[src/dbg_mam_params.svh]
/*
 * Global sizes of the debug memory access subsystem
 * - bus widths, SRAM depth and wait states, MAM read length limit
 */

`ifndef DBG_MAM_PARAMS_SVH
`define DBG_MAM_PARAMS_SVH

// Address and data width
`define DBG_PLEN 32
`define DBG_XLEN 32

// SRAM depth in 32-bit words, byte addresses from 1024 up are out of range
`define DBG_MEM_WORDS 256

// Wait cycles per SRAM data phase
`define DBG_MEM_WAIT 1

// Longest MAM read in words
`define DBG_MAM_MAX_LEN 8

`endif

[src/dbg_mam_pkg.sv]
/*
 * Shared types for the debug memory access subsystem
 * - AHB3 transfer type encoding
 * - FSM state encodings of arbiter, MAM engine and SRAM slave
 */

package dbg_mam_pkg;

  // AHB3 HTRANS encoding
  typedef enum logic [1:0] {
    IDLE   = 2'b00,
    BUSY   = 2'b01,
    NONSEQ = 2'b10,
    SEQ    = 2'b11
  } htrans_t;

  // Bus owner as seen by the arbiter
  typedef enum logic [1:0] {
    ARB_IDLE = 2'd0,
    ARB_MAM  = 2'd1,
    ARB_CPU  = 2'd2
  } arb_state_t;

  // MAM engine sequencing, one word per ADDR/DATA round
  typedef enum logic [2:0] {
    MAM_IDLE = 3'd0,
    MAM_LOCK = 3'd1,
    MAM_ADDR = 3'd2,
    MAM_DATA = 3'd3,
    MAM_DONE = 3'd4
  } mam_state_t;

  // SRAM data phase tracking
  typedef enum logic [1:0] {
    SR_IDLE = 2'd0,
    SR_WAIT = 2'd1,
    SR_ERR2 = 2'd2
  } sram_state_t;

endpackage

[src/dbg_mam_ahb3_arbiter.sv]
/*
 * AHB3 arbiter between the CPU port and the MAM engine
 * - MAM wins when the bus is idle, CPU keeps the bus while locked
 * - registered select steers requests to the SRAM and responses back
 */

`timescale 1ns/1ps
`include "dbg_mam_params.svh"

module dbg_mam_ahb3_arbiter (
  input  logic                 ahb3_in_clk_i,
  input  logic                 arst_n_i,

  // CPU master, slave direction
  input  logic                 ahb3_in_hsel_i,
  input  logic [`DBG_PLEN-1:0] ahb3_in_haddr_i,
  input  logic [`DBG_XLEN-1:0] ahb3_in_hwdata_i,
  input  logic                 ahb3_in_hwrite_i,
  input  logic [2:0]           ahb3_in_hsize_i,
  input  logic [2:0]           ahb3_in_hburst_i,
  input  logic [1:0]           ahb3_in_htrans_i,
  input  logic                 ahb3_in_hmastlock_i,
  output logic [`DBG_XLEN-1:0] ahb3_in_hrdata_o,
  output logic                 ahb3_in_hready_o,
  output logic                 ahb3_in_hresp_o,

  // MAM master, slave direction
  input  logic                 ahb3_mam_hsel_i,
  input  logic [`DBG_PLEN-1:0] ahb3_mam_haddr_i,
  input  logic [`DBG_XLEN-1:0] ahb3_mam_hwdata_i,
  input  logic                 ahb3_mam_hwrite_i,
  input  logic [2:0]           ahb3_mam_hsize_i,
  input  logic [2:0]           ahb3_mam_hburst_i,
  input  logic [1:0]           ahb3_mam_htrans_i,
  input  logic                 ahb3_mam_hmastlock_i,
  output logic [`DBG_XLEN-1:0] ahb3_mam_hrdata_o,
  output logic                 ahb3_mam_hready_o,
  output logic                 ahb3_mam_hresp_o,

  // Memory, master direction
  output logic                 ahb3_mem_hsel_o,
  output logic [`DBG_PLEN-1:0] ahb3_mem_haddr_o,
  output logic [`DBG_XLEN-1:0] ahb3_mem_hwdata_o,
  output logic                 ahb3_mem_hwrite_o,
  output logic [2:0]           ahb3_mem_hsize_o,
  output logic [2:0]           ahb3_mem_hburst_o,
  output logic [1:0]           ahb3_mem_htrans_o,
  output logic                 ahb3_mem_hmastlock_o,
  input  logic [`DBG_XLEN-1:0] ahb3_mem_hrdata_i,
  input  logic                 ahb3_mem_hready_i,
  input  logic                 ahb3_mem_hresp_i
);

  dbg_mam_pkg::arb_state_t arb_state_q;
  dbg_mam_pkg::arb_state_t arb_state_d;
  logic                    sel_cpu_q;
  logic                    owner_ok;

  //////////////////////////////
  // Ownership FSM
  //////////////////////////////
  always_comb begin
    arb_state_d = dbg_mam_pkg::ARB_IDLE;
    case (arb_state_q)
      dbg_mam_pkg::ARB_IDLE: begin
        if (ahb3_mam_hmastlock_i) begin
          arb_state_d = dbg_mam_pkg::ARB_MAM;
        end else if (ahb3_in_hmastlock_i) begin
          arb_state_d = dbg_mam_pkg::ARB_CPU;
        end
      end
      dbg_mam_pkg::ARB_MAM: begin
        if (ahb3_mam_hmastlock_i) begin
          arb_state_d = dbg_mam_pkg::ARB_MAM;
        end
      end
      dbg_mam_pkg::ARB_CPU: begin
        // CPU finishes its locked sequence, then a waiting MAM goes next
        if (ahb3_in_hmastlock_i) begin
          arb_state_d = dbg_mam_pkg::ARB_CPU;
        end else if (ahb3_mam_hmastlock_i) begin
          arb_state_d = dbg_mam_pkg::ARB_MAM;
        end
      end
      default: arb_state_d = dbg_mam_pkg::ARB_IDLE;
    endcase
  end

  // Select trails the grant by one cycle, holds while idle
  always_ff @(posedge ahb3_in_clk_i or negedge arst_n_i) begin
    if (!arst_n_i) begin
      arb_state_q <= dbg_mam_pkg::ARB_IDLE;
      sel_cpu_q   <= 1'b0;
    end else begin
      arb_state_q <= arb_state_d;
      if (arb_state_q == dbg_mam_pkg::ARB_CPU) begin
        sel_cpu_q <= 1'b1;
      end else if (arb_state_q == dbg_mam_pkg::ARB_MAM) begin
        sel_cpu_q <= 1'b0;
      end
    end
  end

  // Select and owner agree, otherwise keep the memory idle
  assign owner_ok = sel_cpu_q ? (arb_state_q == dbg_mam_pkg::ARB_CPU)
                              : (arb_state_q == dbg_mam_pkg::ARB_MAM);

  //////////////////////////////
  // Request and response muxes
  //////////////////////////////
  assign ahb3_mem_hsel_o      = sel_cpu_q ? ahb3_in_hsel_i      : ahb3_mam_hsel_i;
  assign ahb3_mem_haddr_o     = sel_cpu_q ? ahb3_in_haddr_i     : ahb3_mam_haddr_i;
  assign ahb3_mem_hwdata_o    = sel_cpu_q ? ahb3_in_hwdata_i    : ahb3_mam_hwdata_i;
  assign ahb3_mem_hwrite_o    = sel_cpu_q ? ahb3_in_hwrite_i    : ahb3_mam_hwrite_i;
  assign ahb3_mem_hsize_o     = sel_cpu_q ? ahb3_in_hsize_i     : ahb3_mam_hsize_i;
  assign ahb3_mem_hburst_o    = sel_cpu_q ? ahb3_in_hburst_i    : ahb3_mam_hburst_i;
  assign ahb3_mem_hmastlock_o = sel_cpu_q ? ahb3_in_hmastlock_i : ahb3_mam_hmastlock_i;
  assign ahb3_mem_htrans_o    = !owner_ok ? dbg_mam_pkg::IDLE :
                                sel_cpu_q ? ahb3_in_htrans_i  : ahb3_mam_htrans_i;

  // Side without the bus is stalled with hready low
  assign ahb3_in_hrdata_o  = (owner_ok && sel_cpu_q) ? ahb3_mem_hrdata_i : '0;
  assign ahb3_in_hready_o  = owner_ok && sel_cpu_q && ahb3_mem_hready_i;
  assign ahb3_in_hresp_o   = owner_ok && sel_cpu_q && ahb3_mem_hresp_i;
  assign ahb3_mam_hrdata_o = (owner_ok && !sel_cpu_q) ? ahb3_mem_hrdata_i : '0;
  assign ahb3_mam_hready_o = owner_ok && !sel_cpu_q && ahb3_mem_hready_i;
  assign ahb3_mam_hresp_o  = owner_ok && !sel_cpu_q && ahb3_mem_hresp_i;

endmodule

[config.mk]
export PLATFORM = sky130hd
export DESIGN_NAME = dbg_mam_ahb3_arbiter
export DESIGN_NICKNAME = d
export VERILOG_FILES = /design/src/dbg_mam_pkg.sv /design/src/dbg_mam_ahb3_arbiter.sv
export VERILOG_INCLUDE_DIRS = /design/src /design/src/src
export SDC_FILE = /design/constraint.sdc
export NUM_CORES = 1
export LEC_CHECK = 0
export BUFFER_PORTS_ARGS = -buffer_cell sky130_fd_sc_hd__buf_2
export CORE_AREA = 10 10 121 123
export CTS_CLUSTER_SIZE = 14
export DETAILED_ROUTE_END_ITERATION = 16
export DIE_AREA = 0 0 131 133
export SLEW_MARGIN = 20
export SYNTH_ARGS = -nofsm -noshare
export SYNTH_HDL_FRONTEND = slang
export SYNTH_SLANG_ARGS = --single-unit
[constraint.sdc]
create_clock -name ahb3_in_clk_i -period 1.7 [get_ports ahb3_in_clk_i]
set_input_delay 0.17 -clock ahb3_in_clk_i [delete_from_list [all_inputs] [get_ports ahb3_in_clk_i]]
set_output_delay 0.17 -clock ahb3_in_clk_i [all_outputs]
set_load 0.02 [all_outputs]
Word level (Yosys, flattened, before mapping):

Cells that the tools add are included.

* flip-flop bits (word level): 3
* latch bits: 0
* memory bits (writable): 0
* ROM bits: 0
* input port bits: 186
* output and inout port bits: 143
* logic and storage cells: 32
* memories: 0

* add/subtract/negate cells: 0
* multiply operators: 0
* div/mod/pow operators: 0
* magnitude comparators: 0
* eq/ne operators: 2
* shift operators: 0
* mux-type cells: 19
* bitwise operators: 0
* reduce and logical (&&, ||, !) cells: 9

Operators by type and width (count)
* $mux 32: 4
* $mux 2: 5
* $mux 1: 7
* $logic_and 1x1->1: 6
* $mux 3: 2
* $pmux 2 s3: 1
* $eq 2x1->1 const B: 1
* $eq 2x2->1 const B: 1
* $logic_not 2->1: 1
* $reduce_bool 2->1: 1
* $logic_not 1->1: 1

Longest topological paths before layout:

* depth after elaboration: 4
* gate-level depth with buffers: 6
* depth with buffers taken out: 4

Worst setup path before layout:

Ideal clock, no wire load.

* path kind: register to output
* from: register arb_state_q[0]
* to: output port ahb3_in_hrdata_o[11]
* arrival: 1.252 ns
* data required time: 1.530 ns
* slack: 0.278 ns
* cell stages (with the launch flop): 6
* cell sequence: dfrtp_1 -> inv_1 -> ha_1 -> buf_2 -> clkbuf_1 -> and3_1

* word-level cells in the longest chain between the ends: 4

RTL lines
* from (decl): RTL line dbg_mam_ahb3_arbiter.sv:54 `dbg_mam_pkg::arb_state_t arb_state_q;`
* from (signal assigned): RTL line dbg_mam_ahb3_arbiter.sv:92 `arb_state_q <= dbg_mam_pkg::ARB_IDLE;`
* from (signal assigned): RTL line dbg_mam_ahb3_arbiter.sv:95 `arb_state_q <= arb_state_d;`
* $eq 2x1->1 / $eq 2x2->1 (equally long branches): RTL line dbg_mam_ahb3_arbiter.sv:106, dbg_mam_ahb3_arbiter.sv:105
* $mux 1 *: RTL line dbg_mam_ahb3_arbiter.sv:105 `assign owner_ok = sel_cpu_q ? (arb_state_q == dbg_mam_pkg::ARB_CPU)`
* $logic_and 1x1->1 *: RTL line dbg_mam_ahb3_arbiter.sv:122 `assign ahb3_in_hrdata_o = (owner_ok && sel_cpu_q) ? ahb3_mem_hrdata_i : '0;`
* $mux 32 *: RTL line dbg_mam_ahb3_arbiter.sv:122
* to (decl): RTL line dbg_mam_ahb3_arbiter.sv:23 `` output logic [`DBG_XLEN-1:0] ahb3_in_hrdata_o, ``

Every way passes the cells marked *; elsewhere a longest branch is shown, timed or not.

Worst setup path after layout:

* from: register arb_state_q[0]
* to: output port ahb3_mem_htrans_o[0]

* word-level cells in the longest chain between the ends: 3

RTL lines
* $eq 2x1->1 / $eq 2x2->1 (equally long branches): RTL line dbg_mam_ahb3_arbiter.sv:106, dbg_mam_ahb3_arbiter.sv:105
* $mux 1 *: RTL line dbg_mam_ahb3_arbiter.sv:105
* $mux 2 *: RTL line dbg_mam_ahb3_arbiter.sv:118 `assign ahb3_mem_htrans_o = !owner_ok ? dbg_mam_pkg::IDLE :`
* to (decl): RTL line dbg_mam_ahb3_arbiter.sv:47 `output logic [1:0] ahb3_mem_htrans_o,`

Marks and branches as above.

==> results.json <==
{
  "status": "complete, but fails checks",
  "violations": "negative setup slack",
  "syn_inst": 179,
  "grt_pass1_wl_mm": 17.0,
  "vias": 2734,
  "cp_top_family": "buffers and inverters",
  "drv_cap": 0,
  "finalHoldViolations": 0,
  "first_pass_iters": 4,
  "drive_above_1_share_pct": 87.0,
  "required_ns": 1.53,
  "path_class": "flop to output port",
  "syn-num-nets": 369,
  "p_leak_nw": 2.60,
  "area_growth_pct": 134,
  "fp-row-count": 41,
  "ys_seq_area_share_pct": 4.04,
  "r2r_cells": 5,
  "rsz0062_at_grt": "true",
  "drc": 0,
  "grt_max_degree": 37,
  "max_slew_margin_pct": 81.4,
  "worst_pin_slew_ns": 0.279,
  "period_needed_ns": 1.75,
  "clock.fmax_ghz": 0.572,
  "fin_ws_ns": -0.0490,
  "cts_buffer_depth": 2,
  "root_buffer": "clkbuf_16",
  "hold_end": "arb_state_q[0]",
  "min_path_cells": 2,
  "die_area_um2": 17400,
  "synth_top_area_share_pct": 50.9,
  "cts_tree": "built",
  "worstHoldStart": "ahb3_mam_hmastlock_i",
  "first_iter_violations": 80,
  "setup_tns_ns": -0.980,
  "r2r_slack_ns": 0.29,
  "yosys-top-cells-area": "mux2_4 (51%), and2_1 (11%), and3_1 (11%)",
  "yosys_warnings": 0,
  "powerDensity_nw_per_um2": 897,
  "clock-sinks": 3,
  "critPathCaptureType": "output port",
  "start_kind": "flop",
  "die_y_um": 133,
  "clk_pin_slew_ns": 0.03,
  "clock-skew-final_ns": 0.00131,
  "crit_path_max_incr_delay_ns": 0.41,
  "fin_crit_sh_pct": 103,
  "post_drt_wl_per_cell_um": 19.7,
  "antenna_found_initial": 2,
  "place_ws_ns": 0.167,
  "dieWidth_um": 131,
  "routabilityCongestion": 0.836,
  "regToRegEndpoint": "arb_state_q[0]",
  "crit_path_top_delay_cell": "dfrtp_1",
  "r2r_start": "arb_state_q[0]",
  "wirelength_mm": 13.6,
  "start_util_pct": 15.0,
  "vias_per_cell": 3.98,
  "critPathBufInv": 3,
  "slew_violations": 0,
  "grtUsageTotal_pct": 12.4,
  "avgSynthCellArea_um2": 10.4,
  "ant_nets": 0,
  "vdd_drop_max_mv": 0.927,
  "cts-htree-levels": 1,
  "setup_viol": 41,
  "crit_arrival_ns": 1.58,
  "synth_area_leader_cell": "mux2_4",
  "nets": 705,
  "cts_buffers": 3,
  "synth_cell_types": 16,
  "io_buffers": 328,
  "hp-class": "input pin to flop",
  "crit_chain": "ha_4 -> nor2b_4 -> buf_12 -> clkbuf_16 -> a32o_1 -> buf_6",
  "globalRoute.totalOverflow": 0,
  "synth_area_um2": 1860,
  "coreArea_um2": 12400,
  "grt_pass1_vias": 2830,
  "crit_cells": 6,
  "pin_count": 329,
  "n_fill_cell": 1300,
  "synth_seq_cells": 3,
  "clk_latency_ns": 0.22,
  "crit_fanout": 5,
  "hpwl_mm": 10.7
}
cell usage after synthesis, drive strengths merged:
cell    number
clkbuf       9
o211a        1
inv          3
ha           4
buf         11
nor2b        3
and2        34
o311a        1
dfrtp        3
mux2        74
a32o         2
and3        34
per-layer routing:
layer | wire length [um] | track usage [%] | vias to the layer above
met4 | 69 | 0.865 | 0
met5 | 0 | 0 | -
met1 | 4860 | 12.7 | 1251
li1 | - | - | 1311
met3 | 1350 | 3.96 | 6
met2 | 7270 | 24.2 | 166
per-stage QoR:
| step | total power, mW | hold WS [ns] | instances | instance area [um^2] | util (%) |
|---|---|---|---|---|---|
| final | 3.90 | 0.205 | 687 | 4350 | 35.2 |
| after global placement | 2.82 | -0.0308 | 665 | 3650 | 29.5 |
| after floorplan | 2.05 | -0.126 | 179 | 1860 | - |
| after global routing | 4.09 | 0.217 | 687 | 4350 | 35.2 |
| after detailed placement | 2.83 | -0.0296 | 665 | 3650 | 29.5 |
| after CTS | 3.51 | 0.203 | 673 | 3940 | 31.9 |
area by class of cell:
class / instances / area, um^2 / area share [%]
Timing Repair Buffer: 351 / 2290 / 52.6
Multi-Input combinational cell: 153 / 1670 / 38.5
Tap cell: 172 / 215 / 4.95
Sequential cell: 3 / 78.8 / 1.81
Clock buffer: 4 / 78.8 / 1.81
Inverter: 3 / 11.3 / 0.259
Antenna cell: 1 / 2.50 / 0.0576
worst register-to-register path, cell delays in order, from the launching register on:
cell and delay [ns]:
dfrtp_1 0.40, inv_1 0.11, ha_4 0.20, clkbuf_16 0.17, nor2b_1 0.14, o311a_1 0.28
cells in the final DEF (no fill, tap or decap), drive strengths merged:
cell type,instances
bufbuf,1
and2,34
buf,346
nor2b,3
diode,1
o311a,1
clkbuf,7
inv,3
o211a,1
dfrtp,3
a32o,2
dlygate4sd3,1
ha,4
and3,34
mux2,74
power by group:
part	switching, mW	leakage (nW)	total [mW]	internal, mW
Clock	0.0605	0.0382	0.370	0.309
Sequential	0.0198	0.0375	0.111	0.0912
Combinational	1.63	2.52	3.42	1.79
timing repair:
action	CTS	global route
hold buffers	1	0
hold endpoints to repair	3	0
setup buffers	1	8
setup endpoints to repair	94	89
pin swaps	0	2
cloned	2	6
gates resized for setup	42	77
logic make-up (layout without fill, tap and decap cells):
kind of cell	count (synthesis)	in the layout	share of synthesized area, %
muxes	74	74	57.5
and+or+nand+nor	71	71	23.9
buffers and inverters	23	358	9.69
adders and majority gates	4	4	2.69
AOI/OAI and AO/OA	4	4	2.15
DFF	3	3	4.04
other	0	1	0
state kept, by name, summed over array words and instances (netlist names):
register	count
arb_state_q	2
sel_cpu_q	1
worst max path at each step:
stage              startpoint               endpoint
3_3_place_gp   arb_state_q[1]  ahb3_mam_hrdata_o[23]
6_report       arb_state_q[0]   ahb3_mem_htrans_o[0]
5_1_grt             sel_cpu_q  ahb3_mam_hrdata_o[22]
2_1_floorplan  arb_state_q[0]   ahb3_in_hrdata_o[11]
4_1_cts             sel_cpu_q   ahb3_mem_htrans_o[1]
3_5_place_dp        sel_cpu_q  ahb3_mem_hwdata_o[21]
(Power assumes the default switching activity.)
