**config.mk**
```make
export PLATFORM = sky130hd
export DESIGN_NAME = dbg_mam_access_engine
export DESIGN_NICKNAME = d
export VERILOG_FILES = /design/src/dbg_mam_pkg.sv /design/src/dbg_mam_access_engine.sv
export VERILOG_INCLUDE_DIRS = /design/src /design/src/src
export SDC_FILE = /design/constraint.sdc
export NUM_CORES = 1
export LEC_CHECK = 0
export ABC_AREA = 1
export BUFFER_PORTS_ARGS = -buffer_cell sky130_fd_sc_hd__buf_2
export CAP_MARGIN = 20
export CORE_ASPECT_RATIO = 0.75
export CORE_MARGIN = 2
export CORE_UTILIZATION = 42
export CTS_CLUSTER_DIAMETER = 120
export DETAILED_ROUTE_END_ITERATION = 10
export PLACE_DENSITY = 0.79
export SLEW_MARGIN = 20
export SYNTH_ARGS = -nofsm -noshare
export SYNTH_HDL_FRONTEND = slang
export SYNTH_SLANG_ARGS = --single-unit
```
**constraint.sdc**
```tcl
create_clock -name ahb3_in_clk_i -period 3.5 [get_ports ahb3_in_clk_i]
set_input_delay 0.175 -clock ahb3_in_clk_i [delete_from_list [all_inputs] [get_ports ahb3_in_clk_i]]
set_output_delay 0.175 -clock ahb3_in_clk_i [all_outputs]
set_load 0.05 [all_outputs]
```
**src/dbg_mam_params.svh**
```systemverilog
/*
 * Global sizes of the debug memory access subsystem
 * - bus widths, SRAM depth and wait states, MAM read length limit
 */

`ifndef DBG_MAM_PARAMS_SVH
`define DBG_MAM_PARAMS_SVH

// Address and data width
`define DBG_PLEN 32
`define DBG_XLEN 32

// SRAM depth in 32-bit words, byte addresses from 1024 up are out of range
`define DBG_MEM_WORDS 256

// Wait cycles per SRAM data phase
`define DBG_MEM_WAIT 1

// Longest MAM read in words
`define DBG_MAM_MAX_LEN 8

`endif

```
**src/dbg_mam_pkg.sv**
```systemverilog
/*
 * Shared types for the debug memory access subsystem
 * - AHB3 transfer type encoding
 * - FSM state encodings of arbiter, MAM engine and SRAM slave
 */

package dbg_mam_pkg;

  // AHB3 HTRANS encoding
  typedef enum logic [1:0] {
    IDLE   = 2'b00,
    BUSY   = 2'b01,
    NONSEQ = 2'b10,
    SEQ    = 2'b11
  } htrans_t;

  // Bus owner as seen by the arbiter
  typedef enum logic [1:0] {
    ARB_IDLE = 2'd0,
    ARB_MAM  = 2'd1,
    ARB_CPU  = 2'd2
  } arb_state_t;

  // MAM engine sequencing, one word per ADDR/DATA round
  typedef enum logic [2:0] {
    MAM_IDLE = 3'd0,
    MAM_LOCK = 3'd1,
    MAM_ADDR = 3'd2,
    MAM_DATA = 3'd3,
    MAM_DONE = 3'd4
  } mam_state_t;

  // SRAM data phase tracking
  typedef enum logic [1:0] {
    SR_IDLE = 2'd0,
    SR_WAIT = 2'd1,
    SR_ERR2 = 2'd2
  } sram_state_t;

endpackage

```
**src/dbg_mam_access_engine.sv**
```systemverilog
/*
 * Debug memory access engine
 * - takes one-cycle command strobes (write one word, read 1..8 words)
 * - issues locked AHB3 single transfers, one word at a time
 * - returns read words with a valid pulse, ends with done and error status
 */

`timescale 1ns/1ps
`include "dbg_mam_params.svh"

module dbg_mam_access_engine (
  input  logic                 ahb3_in_clk_i,
  input  logic                 arst_n_i,

  // Debug command side
  input  logic                 mam_req_i,
  input  logic                 mam_we_i,
  input  logic [`DBG_PLEN-1:0] mam_addr_i,
  input  logic [3:0]           mam_len_i,
  input  logic [`DBG_XLEN-1:0] mam_wdata_i,
  output logic [`DBG_XLEN-1:0] mam_rdata_o,
  output logic                 mam_rvalid_o,
  output logic                 mam_done_o,
  output logic                 mam_err_o,
  output logic                 mam_busy_o,

  // AHB3 master side
  output logic                 ahb3_mam_hsel_o,
  output logic [`DBG_PLEN-1:0] ahb3_mam_haddr_o,
  output logic [`DBG_XLEN-1:0] ahb3_mam_hwdata_o,
  output logic                 ahb3_mam_hwrite_o,
  output logic [2:0]           ahb3_mam_hsize_o,
  output logic [2:0]           ahb3_mam_hburst_o,
  output logic [1:0]           ahb3_mam_htrans_o,
  output logic                 ahb3_mam_hmastlock_o,
  input  logic [`DBG_XLEN-1:0] ahb3_mam_hrdata_i,
  input  logic                 ahb3_mam_hready_i,
  input  logic                 ahb3_mam_hresp_i
);

  dbg_mam_pkg::mam_state_t state_q;
  logic [`DBG_PLEN-1:0]    addr_q;
  logic [`DBG_XLEN-1:0]    wdata_q;
  logic                    we_q;
  logic [3:0]              cnt_q;
  logic                    err_q;
  logic [3:0]              len_eff;
  logic                    start;
  logic                    beat_done;

  assign start     = mam_req_i && (state_q == dbg_mam_pkg::MAM_IDLE);
  assign beat_done = (state_q == dbg_mam_pkg::MAM_DATA) && ahb3_mam_hready_i;

  // Writes are single word, zero means one, long reads are clipped
  always_comb begin
    if (mam_we_i || (mam_len_i == 4'd0)) begin
      len_eff = 4'd1;
    end else if (mam_len_i > 4'(`DBG_MAM_MAX_LEN)) begin
      len_eff = 4'(`DBG_MAM_MAX_LEN);
    end else begin
      len_eff = mam_len_i;
    end
  end

  //////////////////////////////
  // Control FSM
  //////////////////////////////
  always_ff @(posedge ahb3_in_clk_i or negedge arst_n_i) begin
    if (!arst_n_i) begin
      state_q      <= dbg_mam_pkg::MAM_IDLE;
      cnt_q        <= 4'd0;
      err_q        <= 1'b0;
      mam_rvalid_o <= 1'b0;
    end else begin
      mam_rvalid_o <= 1'b0;
      case (state_q)
        dbg_mam_pkg::MAM_IDLE: begin
          if (start) begin
            state_q <= dbg_mam_pkg::MAM_LOCK;
            cnt_q   <= len_eff;
            err_q   <= 1'b0;
          end
        end
        // One cycle of lock before the first address phase
        dbg_mam_pkg::MAM_LOCK: state_q <= dbg_mam_pkg::MAM_ADDR;
        dbg_mam_pkg::MAM_ADDR: begin
          if (ahb3_mam_hready_i) begin
            state_q <= dbg_mam_pkg::MAM_DATA;
          end
        end
        dbg_mam_pkg::MAM_DATA: begin
          if (beat_done) begin
            if (ahb3_mam_hresp_i) begin
              // Abort the remaining words
              err_q   <= 1'b1;
              state_q <= dbg_mam_pkg::MAM_DONE;
            end else begin
              mam_rvalid_o <= ~we_q;
              cnt_q        <= cnt_q - 4'd1;
              state_q      <= (cnt_q == 4'd1) ? dbg_mam_pkg::MAM_DONE
                                              : dbg_mam_pkg::MAM_ADDR;
            end
          end
        end
        default: state_q <= dbg_mam_pkg::MAM_IDLE;
      endcase
    end
  end

  // Command payload and read data
  always_ff @(posedge ahb3_in_clk_i) begin
    if (start) begin
      addr_q  <= {mam_addr_i[`DBG_PLEN-1:2], 2'b00};
      wdata_q <= mam_wdata_i;
      we_q    <= mam_we_i;
    end else if (beat_done && !ahb3_mam_hresp_i) begin
      addr_q <= addr_q + `DBG_PLEN'(4);
    end
    if (beat_done && !we_q) begin
      mam_rdata_o <= ahb3_mam_hrdata_i;
    end
  end

  //////////////////////////////
  // Bus and status outputs
  //////////////////////////////
  assign ahb3_mam_hmastlock_o = (state_q == dbg_mam_pkg::MAM_LOCK) ||
                                (state_q == dbg_mam_pkg::MAM_ADDR) ||
                                (state_q == dbg_mam_pkg::MAM_DATA);
  assign ahb3_mam_hsel_o      = ahb3_mam_hmastlock_o;
  assign ahb3_mam_htrans_o    = (state_q == dbg_mam_pkg::MAM_ADDR) ? dbg_mam_pkg::NONSEQ
                                                                   : dbg_mam_pkg::IDLE;
  assign ahb3_mam_haddr_o     = addr_q;
  assign ahb3_mam_hwdata_o    = wdata_q;
  assign ahb3_mam_hwrite_o    = (state_q == dbg_mam_pkg::MAM_ADDR) && we_q;
  // Word size, single transfers
  assign ahb3_mam_hsize_o     = 3'b010;
  assign ahb3_mam_hburst_o    = 3'b000;

  assign mam_done_o = (state_q == dbg_mam_pkg::MAM_DONE);
  assign mam_err_o  = mam_done_o && err_q;
  assign mam_busy_o = (state_q != dbg_mam_pkg::MAM_IDLE);

endmodule

```
### Yosys cells after proc, flatten, opt, wreduce, memory -nomap -nowiden

Cells that the tools add are included.

| word-level totals | value |
|---|---|
| bits in latches | 0 |
| logic and storage cells | 64 |
| ROM bits | 0 |
| output and inout port bits | 111 |
| memories | 0 |
| input bits | 106 |
| memory bits (writable) | 0 |
| register bits after elaboration | 106 |

| operators by class | value |
|---|---|
| add/subtract/negate cells | 2 |
| equality and inequality tests | 10 |
| shifts and indexed selects | 0 |
| multiplexer cells | 22 |
| bitwise logic cells | 1 |
| divide/modulo/power cells | 0 |
| reductions and logical operators | 19 |
| multiply operators | 0 |
| order comparisons | 1 |

Operators by type and width:

| kind | count |
|---|---|
| 32-bit 2-to-1 mux | 2 |
| 32-bit by 3-bit adder with 32-bit output, second input constant | 1 |
| 4-bit 2-to-1 mux | 5 |
| 3-bit 2-to-1 mux | 5 |
| 3-bit one-hot mux with 4 select lines | 1 |
| 2-bit != test, second input constant | 5 |
| 4-bit one-hot mux with 2 select lines | 1 |
| 4-bit AND reduction | 2 |
| 3-bit by 2-bit == test with 1-bit output, second input constant | 2 |
| 1-bit logical AND | 6 |
| 1-bit 2-to-1 mux | 6 |
| 4-bit by 1-bit == test with 1-bit output, second input constant | 1 |
| 4-bit greater-than comparator, second input constant | 1 |
| 4-bit logical NOT | 1 |
| 2-bit nonzero test | 2 |
| 4-bit by 1-bit subtractor with 4-bit output, second input constant | 1 |
| 3-bit by 1-bit == test with 1-bit output, second input constant | 1 |
| 3-bit == test, second input constant | 1 |
| 3-bit logical NOT | 1 |
| 1-bit logical OR | 3 |
| 3-bit AND reduction | 1 |
| 3-bit nonzero test | 1 |
| 1-bit logical NOT | 2 |
| 2-bit 2-to-1 mux | 1 |
| 2 further kinds | 2 |

### Logic depth before layout (Yosys ltp)

| depth | value |
|---|---|
| depth after elaboration | 5 |
| mapped depth | 9 |
| depth with buffers taken out | 9 |

### Worst setup path after synthesis

OpenSTA, ideal clock, no wires.

| path | value |
|---|---|
| path type | flip-flop to flip-flop |
| start point | register state_q[2] |
| end point | register mam_rdata_o[0] (enable) |
| required time | 3.039 ns |
| setup slack | 0.135 ns |
| clock period less this slack | 3.365 ns |
| stages on the path, launching flop included | 4 |
| arrival time | 2.904 ns |
| path buffers | 0 |
| path through | dfrtp_1 > inv_2 > nand3_2 > nor3_1 |

| on the way | value |
|---|---|
| word-level cells in the longest chain between the ends | 3 |

Ends and longest elaborated chain:

| element | line | source |
|---|---|---|
| from (decl) | dbg_mam_access_engine.sv:41 | `dbg_mam_pkg::mam_state_t state_q;` |
| from (signal assigned) | dbg_mam_access_engine.sv:70 | `state_q <= dbg_mam_pkg::MAM_IDLE;` |
| from (signal assigned) | dbg_mam_access_engine.sv:79 | `state_q <= dbg_mam_pkg::MAM_LOCK;` |
| from (signal assigned) | dbg_mam_access_engine.sv:85 | `dbg_mam_pkg::MAM_LOCK: state_q <= dbg_mam_pkg::MAM_ADDR;` |
| 3-bit by 2-bit == test with 1-bit output | dbg_mam_access_engine.sv:52 | `assign beat_done = (state_q == dbg_mam_pkg::MAM_DATA) && ahb3_mam_hready_i;` |
| 1-bit logical AND | dbg_mam_access_engine.sv:52 |  |
| 1-bit logical AND | dbg_mam_access_engine.sv:119 | `if (beat_done && !we_q) begin` |
| to (signal assigned) | dbg_mam_access_engine.sv:120 | `mam_rdata_o <= ahb3_mam_hrdata_i;` |
| to (decl) | dbg_mam_access_engine.sv:21 | `` output logic [`DBG_XLEN-1:0] mam_rdata_o, `` |

Every way passes these cells.
A chain may end at the register's enable or synchronous reset.

### Worst setup path in the final report

| path | value |
|---|---|
| start point | register state_q[0] |
| end point | register addr_q[9] (netlist: ahb3_mam_haddr_o[9]), data pin |

| on the way | value |
|---|---|
| word-level cells in the longest chain between the ends | 3 |

Ends and longest elaborated chain:

| element | line | source |
|---|---|---|
| 3-bit logical NOT | dbg_mam_access_engine.sv:51 | `assign start = mam_req_i && (state_q == dbg_mam_pkg::MAM_IDLE);` |
| 1-bit logical AND | dbg_mam_access_engine.sv:51 |  |
| 32-bit 2-to-1 mux | dbg_mam_access_engine.sv:112 | `if (start) begin` |
| to (signal assigned) | dbg_mam_access_engine.sv:113 | `` addr_q <= {mam_addr_i[`DBG_PLEN-1:2], 2'b00}; `` |
| to (signal assigned) | dbg_mam_access_engine.sv:117 | `` addr_q <= addr_q + `DBG_PLEN'(4); `` |
| to (decl) | dbg_mam_access_engine.sv:42 | `` logic [`DBG_PLEN-1:0] addr_q; `` |

Every way passes these cells.

==> qor.log <==
INFO  outcome        status=completed
INFO  floorplan      fp.dieArea=12,100µm²
INFO  place          detailedPlace.worstSlack=1.51ns
INFO  clocking       cts.root.buffer_cell=clkbuf_16
INFO  detailed_routing num_vias=4,202
INFO  timing         hold_violations=0
INFO  place          count_of_buffers_from_port_buffering=205
INFO  synth          synthesis.instances=448
INFO  timing         timing.final.setup_violations=0
INFO  global_routing global_route_wire_length_before_repair=20.5mm
INFO  detailed_routing dr_wl_met2=6.90mm
INFO  clocking       htreeDepth=3
INFO  min_path       hold_path_startpoint=ahb3_mam_hrdata_i[21]
INFO  power          power.total=5.07mW
INFO  timing         worst_hold_slack=0.0129ns
INFO  synth          synth_sequential_area_ratio=65.5%
INFO  clocking       clkLatencyLatePin=0.35ns
INFO  detailed_routing postRouteAntennaNets=0
INFO  place          gp_congestion=0.908
INFO  place          detailedPlacementHpwl=9.76mm
INFO  critical_path  setup.worst_path.class=flop to flop
INFO  clocking       tritoncts_num_sinks=104
INFO  clocking       tritoncts=done
INFO  finish         drive_above_1_share=34.3%
INFO  global_routing gr-usage-all-layers=22.4%
INFO  global_routing grt_pass1_vias=3,918
INFO  clocking       cts_buffers=9
INFO  timing         fmaxAchievable=495MHz
INFO  clocking       number_of_gates_resized_after_cts=0
INFO  detailed_routing detailedRoute.firstIterationViolations=291
INFO  critical_path  setup.worst_path.start=state_q[0]
INFO  timing         timing.setup.tns=0ns
INFO  min_path       hold_class=input port to flop
INFO  timing         finalCritPeriodShare=57.7%
INFO  detailed_routing detailedRoute.firstPassIterationCount=5
INFO  power          power_leakage=2.99nW
INFO  critical_path  rr_startpoint=state_q[0]
INFO  timing         rsz0062_at_grt=false
INFO  clocking       clk_pin_slew_worst_paths=0.07ns
INFO  finish         register_area=3080µm²
INFO  synth          synth.avg_cell_area=10.5µm²
INFO  floorplan      dieHeight=95.6µm
INFO  synth          ys_ff_latch=104
INFO  synth          ys_types=32
INFO  timing         maxSlewViolCount=0
INFO  critical_path  worst-endpoint-arrival=2.12ns
INFO  finish         layout_common_cells=buf_2 (205), nand2_1 (143), edfxtp_1 (95), dlygate4sd3_1 (56), nor2_1 (46)
INFO  detailed_routing drt_wl_total=13.9mm
INFO  floorplan      floorplan.io_pins=217
INFO  power          power.ir.vdd_worst=0.358mV
INFO  finish         num_antenna_cells=0
INFO  detailed_routing wire_per_inst=16.2µm
INFO  run            max_cap_violations=0
INFO  critical_path  timing.critical_path.required=3.60ns
INFO  global_routing grt_overflow=0
INFO  floorplan      start_util=43.1%
INFO  finish         multiInputGateArea=1400µm²
INFO  synth          synth-warning-count=0
INFO  detailed_routing routed_metal_1_wirelength=5.63mm
INFO  critical_path  end_kind=flop
INFO  detailed_routing routed-wl-met3=981µm
INFO  timing         postLayoutSetupSlackWorst=1.48ns
INFO  finish         final_common_cell=buf_2
INFO  power          power_density=754nW/µm²
INFO  finish         areaGrowthSynthToFinish=43.3%
INFO  floorplan      core_region_area=10,900µm²
INFO  timing         post_route_minimum_period=2.02ns
INFO  synth          synth.cell_area=4700µm²
INFO  detailed_routing avg_vias_per_cell=4.89
INFO  timing         clock-skew-final=0.00523ns
INFO  global_routing maximum_number_of_pins_on_one_net_before_global_route_repair=46
INFO  clocking       clock_tree.buffer_depth=2
INFO  critical_path  worstPathMaxFanout=45
INFO  critical_path  startpoint_type=flop
INFO  finish         layout.nets=824
INFO  detailed_routing drcViolationCount=0
INFO  floorplan      die_w=126µm
INFO  global_routing initial_antenna_violation_count=0
INFO  floorplan      placement_rows=33
INFO  detailed_routing top_signal_layer_used=met4
INFO  finish         fillers=884
## power by group
group,internal (mW),switching (mW)
combinational,0.509,1.56
clock,0.575,0.476
sequential,1.74,0.221
total,2.82,2.25
## registers in the layout, summed over array words and instances (netlist names)
name and flops:
mam_rdata_o 32, we_q 1, ahb3_mam_hwdata_o 32, ahb3_mam_haddr_o 30
err_q 1, cnt_q 4, state_q 3, mam_rvalid_o 1
## cell usage after synthesis (all sizes together)
library cell / n / area [µm²]
nand2: 146 / 561
o31ai: 1 / 7.51
o21bai: 2 / 15.0
o21ai: 19 / 95.1
nor3: 3 / 15.0
a21oi: 2 / 10.0
xnor2: 2 / 17.5
ha: 3 / 37.5
and2: 2 / 12.5
edfxtp: 95 / 2850
nor2: 55 / 249
a31oi: 2 / 12.5
or2: 4 / 25.0
xor2: 6 / 52.6
o211ai: 1 / 12.5
inv: 35 / 131
dfrtp: 9 / 225
conb: 2 / 7.51
buf: 16 / 118
and3: 1 / 6.26
nand3b: 2 / 18.8
nand3: 37 / 195
nand4: 3 / 18.8
## final cells by class
class / instances / area share (%)
Timing Repair Buffer: 265 / 24.2
Clock buffer: 10 / 3.40
Sequential cell: 104 / 45.7
Multi-Input combinational cell: 300 / 20.8
Clock inverter: 6 / 1.28
Tap cell: 140 / 2.60
Inverter: 35 / 1.95
## critical path: stages, from the launching register on
cell,delay [ns]
dfrtp_1,0.45
nor2_2,0.26
nand3_2,0.09
buf_4,0.24
inv_2,0.32
buf_12,0.28
o21ai_1,0.11
## routing by layer
layer / global-route usage (%) / vias up
met5: 0 / -
met4: 7.51 / 0
met3: 6.79 / 40
met2: 39.4 / 207
met1: 26.6 / 1942
li1: - / 2013
## path summary, 6_finish.rpt
| path | end | slack, ns | depth (start not counted) |
|---|---|---|---|
| setup / recovery | ahb3_mam_haddr_o[9] | 1.48 | 6 |
| setup reg to reg | ahb3_mam_haddr_o[9] | 1.48 | 6 |
| hold / removal | mam_rdata_o[21] | 0.01 | 1 |
| hold reg to reg | err_q | 0.51 | 2 |
| min in group asynchronous | cnt_q[3] | 0.21 | 2 |
| max in group asynchronous | cnt_q[1] | 3.09 | 2 |
## logic make-up after synthesis
kind of cell    share of synthesized area (%)
fa+ha+maj                               0.799
simple gates                             23.4
flops                                    65.5
buf+inv                                  5.30
other cells                             0.160
xor+xnor                                 1.49
compound gates                           3.25
## per-stage QoR
stage | area (µm²) | utilization (%) | instances
floorplan | 4720 | - | 455
global placement | 5850 | 53.7 | 788
detailed placement | 5850 | 53.7 | 788
CTS | 6680 | 61.3 | 855
global route | 6730 | 61.7 | 860
finish | 6730 | 61.7 | 860
## what timing repair did
item,CTS,global route
buffers inserted,0,0
hold buffers,51,5
hold endpoints to repair,59,5
Note: power is estimated with default switching activity, not from simulation.
